===== config.mk =====
export PLATFORM = sky130hd
export DESIGN_NAME = simple_ipod_top
export DESIGN_NICKNAME = d
export VERILOG_FILES = /design/src/ipod_pkg.sv /design/src/player_input.sv /design/src/sample_rate_gen.sv /design/src/flash_reader.sv /design/src/player_output.sv /design/src/simple_ipod_top.sv
export SDC_FILE = /design/constraint.sdc
export NUM_CORES = 1
export LEC_CHECK = 0
export ABC_AREA = 1
export BUFFER_PORTS_ARGS = -buffer_cell sky130_fd_sc_hd__buf_2
export CORE_MARGIN = 1.5
export CORE_UTILIZATION = 45
export DETAILED_ROUTE_END_ITERATION = 6
export PLACE_DENSITY = 0.71
export SYNTH_ARGS = -nofsm -noshare
export SYNTH_HDL_FRONTEND = slang
export SYNTH_SLANG_ARGS = --single-unit

===== constraint.sdc =====
create_clock -name CLK_50M -period 3 [get_ports CLK_50M]
set_input_delay 0.3 -clock CLK_50M [delete_from_list [all_inputs] [get_ports CLK_50M]]
set_output_delay 0.3 -clock CLK_50M [all_outputs]
set_load 0.01 [all_outputs]

===== src/ipod_pkg.sv =====
package ipod_pkg;

  // ====================
  // Data widths
  // ====================
  typedef logic signed [15:0] sample_t;      // One audio sample
  typedef logic [7:0]         audio_byte_t;  // Upper byte of a sample
  typedef logic [31:0]        flash_word_t;  // Low half plays first going forward
  typedef logic [22:0]        flash_addr_t;  // Word address
  typedef logic [19:0]        divisor_t;     // Sample period in CLK_50M cycles
  typedef logic [7:0]         ascii_t;
  typedef logic [6:0]         seg_t;         // Active low, bit 6 is segment g

  // ====================
  // Control bundles
  // ====================

  // One-cycle pulses from the buttons
  typedef struct packed {
    logic faster;
    logic slower;
    logic restore;
  } speed_cmd_t;

  // Playback state from the keyboard
  typedef struct packed {
    logic playing;  // Level
    logic forward;  // Level
    logic restart;  // One-cycle pulse
  } play_ctrl_t;

  typedef enum logic [1:0] {
    IDLE,
    REQUEST,
    WAIT_DATA,
    SECOND_HALF
  } read_state_t;

  // ====================
  // Constants
  // ====================
  localparam divisor_t MIN_DIVISOR = 20'd8;

  localparam ascii_t CMD_PLAY     = 8'h45;  // E
  localparam ascii_t CMD_PAUSE    = 8'h44;  // D
  localparam ascii_t CMD_FORWARD  = 8'h46;  // F
  localparam ascii_t CMD_BACKWARD = 8'h42;  // B
  localparam ascii_t CMD_RESTART  = 8'h52;  // R

  // Clears bit 5 so lower case maps onto upper case
  localparam ascii_t CASE_MASK = 8'hDF;

endpackage


===== src/player_input.sv =====
`timescale 1ns/1ps

module player_input import ipod_pkg::*; #(
  parameter int KEY_REPEAT_CYCLES = 5000000
) (
  input  logic       CLK_50M,
  input  logic       arst_n,
  input  logic [2:0] key,        // Active low buttons
  input  ascii_t     kbd_ascii,
  input  logic       kbd_valid,
  output speed_cmd_t speed_cmd,
  output play_ctrl_t play_ctrl
);

  localparam int CNT_W = $clog2(KEY_REPEAT_CYCLES + 1);
  localparam logic [CNT_W-1:0] RPT_LAST = CNT_W'(KEY_REPEAT_CYCLES - 1);

  logic [2:0]       key_s1;
  logic [2:0]       key_s2;      // Synced, high when pressed
  logic [2:0]       key_q;       // Previous synced state
  logic [CNT_W-1:0] rpt_cnt [2];
  logic [1:0]       rpt_fire;

  logic   kbd_valid_s1;
  ascii_t kbd_char_s1;
  ascii_t kbd_char;

  // ====================
  // Buttons
  // ====================
  always_ff @(posedge CLK_50M or negedge arst_n)
  begin
    if (!arst_n)
    begin
      key_s1 <= '0;
      key_s2 <= '0;
      key_q  <= '0;
    end
    else
    begin
      key_s1 <= ~key;
      key_s2 <= key_s1;
      key_q  <= key_s2;
    end
  end

  // Fire on the press edge, then once per repeat period while held
  always_comb
  begin
    for (int i = 0; i < 2; i++)
      rpt_fire[i] = key_s2[i] && (!key_q[i] || rpt_cnt[i] == RPT_LAST);
  end

  always_ff @(posedge CLK_50M or negedge arst_n)
  begin
    if (!arst_n)
    begin
      rpt_cnt[0] <= '0;
      rpt_cnt[1] <= '0;
    end
    else
    begin
      for (int i = 0; i < 2; i++)
      begin
        if (!key_s2[i] || rpt_fire[i])
          rpt_cnt[i] <= '0;
        else
          rpt_cnt[i] <= rpt_cnt[i] + 1'b1;
      end
    end
  end

  assign speed_cmd.faster  = rpt_fire[0];
  assign speed_cmd.slower  = rpt_fire[1];
  assign speed_cmd.restore = key_s2[2] & ~key_q[2];  // Once per press

  // ====================
  // Keyboard commands
  // ====================

  // Character captured with its strobe
  always_ff @(posedge CLK_50M)
  begin
    if (kbd_valid)
      kbd_char_s1 <= kbd_ascii;
  end

  assign kbd_char = kbd_char_s1 & CASE_MASK;

  always_ff @(posedge CLK_50M or negedge arst_n)
  begin
    if (!arst_n)
    begin
      kbd_valid_s1      <= 1'b0;
      play_ctrl.playing <= 1'b0;
      play_ctrl.forward <= 1'b1;
      play_ctrl.restart <= 1'b0;
    end
    else
    begin
      kbd_valid_s1      <= kbd_valid;
      play_ctrl.restart <= 1'b0;
      if (kbd_valid_s1)
      begin
        case (kbd_char)
          CMD_PLAY:     play_ctrl.playing <= 1'b1;
          CMD_PAUSE:    play_ctrl.playing <= 1'b0;
          CMD_FORWARD:  play_ctrl.forward <= 1'b1;
          CMD_BACKWARD: play_ctrl.forward <= 1'b0;
          CMD_RESTART:  play_ctrl.restart <= 1'b1;
          default:      ;  // Other keys do nothing
        endcase
      end
    end
  end

endmodule


===== src/sample_rate_gen.sv =====
`timescale 1ns/1ps

module sample_rate_gen import ipod_pkg::*; #(
  parameter divisor_t DEFAULT_DIVISOR = 20'd2272,
  parameter divisor_t DIVISOR_STEP    = 20'd16
) (
  input  logic       CLK_50M,
  input  logic       arst_n,
  input  speed_cmd_t speed_cmd,
  input  logic       playing,
  output divisor_t   divisor,
  output logic       sample_tick
);

  localparam divisor_t MAX_DIVISOR = '1;

  divisor_t period_cnt;
  divisor_t next_divisor;
  logic     speed_change;

  assign speed_change = speed_cmd.faster | speed_cmd.slower | speed_cmd.restore;

  // Restore wins over the step buttons
  always_comb
  begin
    next_divisor = divisor;
    if (speed_cmd.restore)
      next_divisor = DEFAULT_DIVISOR;
    else if (speed_cmd.faster)
      next_divisor = (divisor < MIN_DIVISOR + DIVISOR_STEP) ? MIN_DIVISOR
                                                            : divisor - DIVISOR_STEP;
    else if (speed_cmd.slower)
      next_divisor = (divisor > MAX_DIVISOR - DIVISOR_STEP) ? MAX_DIVISOR
                                                            : divisor + DIVISOR_STEP;
  end

  always_ff @(posedge CLK_50M or negedge arst_n)
  begin
    if (!arst_n)
      divisor <= DEFAULT_DIVISOR;
    else
      divisor <= next_divisor;
  end

  // Period counter, held at zero while paused
  always_ff @(posedge CLK_50M or negedge arst_n)
  begin
    if (!arst_n)
    begin
      period_cnt  <= '0;
      sample_tick <= 1'b0;
    end
    else if (!playing || speed_change)
    begin
      period_cnt  <= '0;
      sample_tick <= 1'b0;
    end
    else if (period_cnt == divisor - divisor_t'(1))
    begin
      period_cnt  <= '0;
      sample_tick <= 1'b1;
    end
    else
    begin
      period_cnt  <= period_cnt + divisor_t'(1);
      sample_tick <= 1'b0;
    end
  end

endmodule


===== src/flash_reader.sv =====
`timescale 1ns/1ps

module flash_reader import ipod_pkg::*; #(
  parameter flash_addr_t LAST_WORD_ADDR = 23'h7FFFF
) (
  input  logic        CLK_50M,
  input  logic        arst_n,
  input  play_ctrl_t  play_ctrl,
  input  logic        sample_tick,
  input  flash_word_t flash_readdata,
  input  logic        flash_readdatavalid,
  output logic        flash_read,
  output flash_addr_t flash_address,
  output sample_t     sample,
  output logic        sample_strobe
);

  read_state_t state;
  flash_addr_t word_addr;
  flash_addr_t step_addr;
  flash_word_t word_q;
  logic        half_hi;    // Half that plays next
  logic        pending;    // One tick held while a read is busy
  logic        drop;       // Aborted read still owes a data pulse
  logic        go;
  logic        take;
  logic        in_flight;

  function automatic sample_t pick_half(flash_word_t word, logic hi);
    sample_t s;
    s = hi ? word[31:16] : word[15:0];
    return s;
  endfunction

  assign flash_read    = (state == REQUEST);
  assign flash_address = word_addr;

  assign go        = sample_tick | pending;
  assign in_flight = (state == REQUEST) | ((state == WAIT_DATA) & ~flash_readdatavalid);

  // SECOND_HALF needs no read, IDLE has to wait for a stale read to drain
  assign take = go & ((state == SECOND_HALF) | ((state == IDLE) & ~drop));

  // Next word in play direction with wrap at both ends
  always_comb
  begin
    if (play_ctrl.forward)
      step_addr = (word_addr == LAST_WORD_ADDR) ? '0 : word_addr + 1'b1;
    else
      step_addr = (word_addr == '0) ? LAST_WORD_ADDR : word_addr - 1'b1;
  end

  // ====================
  // Read FSM
  // ====================
  always_ff @(posedge CLK_50M or negedge arst_n)
  begin
    if (!arst_n)
    begin
      state         <= IDLE;
      word_addr     <= '0;
      half_hi       <= 1'b0;
      pending       <= 1'b0;
      drop          <= 1'b0;
      sample        <= '0;
      sample_strobe <= 1'b0;
    end
    else
    begin
      sample_strobe <= 1'b0;
      if (drop && flash_readdatavalid)
        drop <= 1'b0;

      if (play_ctrl.restart)
      begin
        state     <= IDLE;
        pending   <= 1'b0;
        drop      <= in_flight | (drop & ~flash_readdatavalid);
        word_addr <= play_ctrl.forward ? '0 : LAST_WORD_ADDR;
        half_hi   <= ~play_ctrl.forward;  // Backward starts on the high half
      end
      else
      begin
        if (!play_ctrl.playing || take)
          pending <= 1'b0;
        else if (sample_tick)
          pending <= 1'b1;

        case (state)
          IDLE:
          begin
            if (take)
              state <= REQUEST;
          end
          REQUEST:
            state <= WAIT_DATA;
          WAIT_DATA:
          begin
            if (flash_readdatavalid)
            begin
              sample        <= pick_half(flash_readdata, half_hi);
              sample_strobe <= 1'b1;
              half_hi       <= ~half_hi;
              state         <= SECOND_HALF;
            end
          end
          SECOND_HALF:
          begin
            if (take)
            begin
              sample        <= pick_half(word_q, half_hi);
              sample_strobe <= 1'b1;
              word_addr     <= step_addr;
              half_hi       <= ~play_ctrl.forward;
              state         <= IDLE;
            end
          end
          default:
            state <= IDLE;
        endcase
      end
    end
  end

  // Word kept for its second half
  always_ff @(posedge CLK_50M)
  begin
    if (state == WAIT_DATA && flash_readdatavalid)
      word_q <= flash_readdata;
  end

endmodule


===== src/player_output.sv =====
`timescale 1ns/1ps

module player_output import ipod_pkg::*; (
  input  logic        CLK_50M,
  input  logic        arst_n,
  input  divisor_t    divisor,
  input  sample_t     sample,
  input  logic        sample_strobe,
  input  play_ctrl_t  play_ctrl,
  output seg_t        hex0,
  output seg_t        hex1,
  output seg_t        hex2,
  output seg_t        hex3,
  output seg_t        hex4,
  output seg_t        hex5,
  output logic [9:0]  led,
  output audio_byte_t audio_out
);

  audio_byte_t top_byte;
  audio_byte_t magnitude;
  logic [7:0]  level;
  logic [7:0]  level_bar;

  // Shared hex digit table
  function automatic seg_t hex_to_seg(logic [3:0] nib);
    seg_t seg;
    case (nib)
      4'h0: seg = 7'h40;
      4'h1: seg = 7'h79;
      4'h2: seg = 7'h24;
      4'h3: seg = 7'h30;
      4'h4: seg = 7'h19;
      4'h5: seg = 7'h12;
      4'h6: seg = 7'h02;
      4'h7: seg = 7'h78;
      4'h8: seg = 7'h00;
      4'h9: seg = 7'h10;
      4'hA: seg = 7'h08;
      4'hB: seg = 7'h03;
      4'hC: seg = 7'h46;
      4'hD: seg = 7'h21;
      4'hE: seg = 7'h06;
      default: seg = 7'h0E;
    endcase
    return seg;
  endfunction

  // ====================
  // Divisor display
  // ====================
  assign hex0 = hex_to_seg(divisor[3:0]);
  assign hex1 = hex_to_seg(divisor[7:4]);
  assign hex2 = hex_to_seg(divisor[11:8]);
  assign hex3 = hex_to_seg(divisor[15:12]);
  assign hex4 = hex_to_seg(divisor[19:16]);
  assign hex5 = 7'h7F;  // Blank

  // Level meter
  assign top_byte  = sample[15:8];
  assign magnitude = top_byte[7] ? audio_byte_t'(-top_byte) : top_byte;  // -128 reads as 128

  always_comb
  begin
    for (int i = 0; i < 8; i++)
      level[i] = magnitude > audio_byte_t'(16 * i);
  end

  always_ff @(posedge CLK_50M or negedge arst_n)
  begin
    if (!arst_n)
    begin
      audio_out <= '0;
      level_bar <= '0;
    end
    else if (sample_strobe)
    begin
      audio_out <= top_byte;
      level_bar <= level;
    end
  end

  assign led = {play_ctrl.playing, play_ctrl.forward, level_bar};

endmodule


===== src/simple_ipod_top.sv =====
`timescale 1ns/1ps

module simple_ipod_top import ipod_pkg::*; #(
  parameter int          KEY_REPEAT_CYCLES = 5000000,  // 10 repeats per second
  parameter divisor_t    DEFAULT_DIVISOR   = 20'd2272, // About 22 kHz
  parameter divisor_t    DIVISOR_STEP      = 20'd16,
  parameter flash_addr_t LAST_WORD_ADDR    = 23'h7FFFF
) (
  input  logic        CLK_50M,
  input  logic        arst_n,
  input  logic [2:0]  key,
  input  ascii_t      kbd_ascii,
  input  logic        kbd_valid,
  input  flash_word_t flash_readdata,
  input  logic        flash_readdatavalid,
  output logic        flash_read,
  output flash_addr_t flash_address,
  output sample_t     sample,
  output logic        sample_strobe,
  output audio_byte_t audio_out,
  output seg_t        hex0,
  output seg_t        hex1,
  output seg_t        hex2,
  output seg_t        hex3,
  output seg_t        hex4,
  output seg_t        hex5,
  output logic [9:0]  led
);

  speed_cmd_t speed_cmd;
  play_ctrl_t play_ctrl;
  divisor_t   divisor;
  logic       sample_tick;

  player_input #(
    .KEY_REPEAT_CYCLES (KEY_REPEAT_CYCLES)
  ) u_player_input (
    .CLK_50M   (CLK_50M),
    .arst_n    (arst_n),
    .key       (key),
    .kbd_ascii (kbd_ascii),
    .kbd_valid (kbd_valid),
    .speed_cmd (speed_cmd),
    .play_ctrl (play_ctrl)
  );

  sample_rate_gen #(
    .DEFAULT_DIVISOR (DEFAULT_DIVISOR),
    .DIVISOR_STEP    (DIVISOR_STEP)
  ) u_sample_rate_gen (
    .CLK_50M     (CLK_50M),
    .arst_n      (arst_n),
    .speed_cmd   (speed_cmd),
    .playing     (play_ctrl.playing),
    .divisor     (divisor),
    .sample_tick (sample_tick)
  );

  flash_reader #(
    .LAST_WORD_ADDR (LAST_WORD_ADDR)
  ) u_flash_reader (
    .CLK_50M             (CLK_50M),
    .arst_n              (arst_n),
    .play_ctrl           (play_ctrl),
    .sample_tick         (sample_tick),
    .flash_readdata      (flash_readdata),
    .flash_readdatavalid (flash_readdatavalid),
    .flash_read          (flash_read),
    .flash_address       (flash_address),
    .sample              (sample),
    .sample_strobe       (sample_strobe)
  );

  player_output u_player_output (
    .CLK_50M       (CLK_50M),
    .arst_n        (arst_n),
    .divisor       (divisor),
    .sample        (sample),
    .sample_strobe (sample_strobe),
    .play_ctrl     (play_ctrl),
    .hex0          (hex0),
    .hex1          (hex1),
    .hex2          (hex2),
    .hex3          (hex3),
    .hex4          (hex4),
    .hex5          (hex5),
    .led           (led),
    .audio_out     (audio_out)
  );

endmodule


==> flow_summary.json <==
{
  "p_per_area_nw_per_um2": 706,
  "synthMostInstantiatedCell": "nand2_1",
  "cts_sinks": 198,
  "hold_depth": 1,
  "crit_slowest_cell": "dfrtp_1",
  "yosys_warnings": 0,
  "synth-simple-area-share_pct": 31.0,
  "period_share_pct": 84.0,
  "synth_xor_xnor_area_share_pct": 5.99,
  "crit_path_cell_trace": "buf_4, ha_1, inv_1, nor2_1, inv_1, o2111ai_1, buf_2",
  "synth_top_cell_by_area": "dfrtp_1",
  "hold_path.class": "in -> reg",
  "cts_tree": "yes",
  "maxSlewViolCount": 0,
  "initial_core_util_pct": 45.5,
  "setup_violations": 0,
  "synth_seq_area_share_pct": 39.6,
  "antenna_found_initial": 0,
  "clk_path_buf_depth": 2,
  "path_buf_inv": 4,
  "ys_seq_elements": 198,
  "critPathMaxFanout": 5,
  "r2r_start": "u_flash_reader.flash_address[0]",
  "path_clk_slew_ns": 0.08,
  "worstSetupPathType": "reg -> out",
  "grt-ovfl-total": 0,
  "numCtsBuffers": 17,
  "final_hold_viol_count": 0,
  "yosys-mux-area-fraction_pct": 0,
  "nNetsFinal": 1993,
  "fin_skew_ns": 0.0127,
  "synthCells": 1773,
  "relSlewSlack_pct": 50.8,
  "grt_usage_pct": 23.4,
  "place.gp.congestion": 0.978,
  "async_reset_ff_share_pct": 80.3,
  "synth_cell_types": 52,
  "path_delay_family": "buffers and inverters",
  "wire_per_inst_um": 15.1,
  "yosys.area.top_type_share_pct": 29.6,
  "die_area_um2": 30000,
  "holdCritStartpoint": "flash_readdata[19]",
  "dieHeight_um": 173,
  "endpoint_kind": "primary output",
  "portBuffers": 138,
  "clock-root-buffer": "clkbuf_16",
  "fill_cells": 2808,
  "rr_worst_depth": 10,
  "grt_pass1_wl_mm": 57.0,
  "drc": 0,
  "p_total_w": 0.0104,
  "drtIter0Drc": 988,
  "antenna_left": 0,
  "post-route-util_pct": 51.6,
  "cp_slowest_stage_delay_ns": 0.49,
  "seqCellArea_um2": 5160,
  "rsz0062_at_grt": "false",
  "core_area_um2": 28600,
  "tightest_slew_ns": 0.739,
  "synth_top_family_by_area": "simple AND/OR/NAND/NOR gates",
  "fmax_mhz": 397,
  "htreeDepth": 4,
  "synth_compound_area_share_pct": 11.1,
  "syn_area_per_cell_um2": 7.34,
  "die_w_um": 173,
  "hpwl_mm": 25.8,
  "startpoint_type": "flip-flop",
  "crit_top_cell": "inv_1",
  "synth-edff-count": 39,
  "rrSetupSlack_ns": 0.48,
  "grt_max_degree": 77,
  "num_vias": 12200,
  "multi_input_comb_area_um2": 6780,
  "ys.flop_type": "dfrtp_1",
  "synth.top_cells.by_count": "nand2_1, nor2_1, inv_1",
  "reg2reg_to": "u_flash_reader.flash_address[5]",
  "first_pass_iters": 5,
  "clk_latency_ns": 0.44,
  "p_leak_nw": 6.92,
  "synth_area_um2": 13000,
  "area_growth_pct": 13.3,
  "whs_endpoint": "u_flash_reader.word_q[19]",
  "crit_arrival_ns": 2.22,
  "drive_above_1_share_pct": 13.8,
  "maxCapViolCount": 0,
  "crit_start": "u_sample_rate_gen.divisor[9]",
  "outcome": "finished, final reports clean",
  "via_per_inst": 5.30,
  "timing.setup.tns_ns": 0,
  "rows": 62,
  "yosys.area_share.adder_pct": 3.75,
  "grt_pass1_vias": 11400,
  "ir_drop_mv": 0.431,
  "period_minus_slack_ns": 2.52,
  "n_antenna_cell": 0,
  "wl_mm": 34.8,
  "required_ns": 2.70,
  "io_pins": 148,
  "synth_area_leaders": "dfrtp_1, nand2_1, edfxtp_1"
}
state kept, by name (all words and copies together), names as in the netlist, 2 cells and up:
register,flops
u_sample_rate_gen.divisor,18
u_flash_reader.flash_address,23
u_player_input.key_q,3
u_sample_rate_gen.period_cnt,20
u_player_output.level_bar,8
u_player_input.play_ctrl,3
u_flash_reader.state,2
u_flash_reader.sample,16
u_player_output.audio_out,8
u_player_input.key_s1,3
u_player_input.key_s2,3
u_player_input.rpt_cnt,46
u_flash_reader.word_q,32
u_player_input.kbd_char_s1,7
where the power goes:
group / switching, W / internal [W] / total [W]
logic: 0.00288 / 0.00151 / 0.00438
registers: 0.000470 / 0.00320 / 0.00367
clock network: 0.00116 / 0.00121 / 0.00237
total: 0.00450 / 0.00592 / 0.0104
cell usage in the layout (no fill, tap or decap), types with 17 or more instances in the layout:
| cell type | count |
|---|---|
| a21oi_1 | 46 |
| buf_2 | 137 |
| buf_4 | 29 |
| clkbuf_16 | 17 |
| dfrtp_1 | 154 |
| edfxtp_1 | 39 |
| ha_1 | 39 |
| inv_1 | 185 |
| nand2_1 | 405 |
| nand3_1 | 131 |
| nand4_1 | 25 |
| nor2_1 | 252 |
| nor3_1 | 43 |
| o21ai_0 | 146 |
| xnor2_1 | 18 |
| xor2_1 | 71 |
per-layer routing:
metal	vias up	global-route usage [%]	wire [um]
met5	-	0	0
met4	0	8.44	808
met3	65	3.03	1980
met2	426	38.6	16400
met1	5681	31.7	15700
li1	6038	-	-
how the worst max path moves through the flow:
stage,end,cells after the start
2_1_floorplan,u_sample_rate_gen.period_cnt[11],13
3_3_place_gp,u_sample_rate_gen.period_cnt[0],11
3_5_place_dp,u_sample_rate_gen.period_cnt[4],11
4_1_cts,hex2[3],7
5_1_grt,u_sample_rate_gen.period_cnt[2],11
6_report,hex2[3],7
area by class of cell:
type	instances	area share (%)
Multi-Input combinational cell	1316	45.9
Clock inverter	14	1.23
Clock buffer	18	2.91
Timing Repair Buffer	171	6.54
Inverter	203	5.20
Sequential cell	198	34.9
Tap cell	384	3.26
metrics by stage:
stage                     setup slack, ns  cell area (um2)  instances  hold WS, ns
after global routing                0.172            14800       2304       0.0255
after CTS                           0.485            14800       2304       0.0222
final                               0.480            14800       2304       0.0393
after global placement              0.564            14100       2269        0.336
after floorplan                     0.802            13000       1779      0.00441
after detailed placement            0.520            14100       2269        0.336
logic make-up (layout without fill, tap and decap cells):
kind of cell	count (synthesis)	in the layout
AND/OR/NAND/NOR	920	920
buffers and inverters	265	406
AO/OA/AOI/OAI	260	260
flip-flops	198	198
XOR/XNOR	89	89
adder cells (fa/ha/maj)	39	39
other	2	8
timing repair:
action,4_1_cts,5_1_grt
buffers inserted,0,0
hold endpoints to repair,75,0
hold buffers,3,0
resized for setup,0,0
Note: power is estimated with default switching activity, not from simulation.
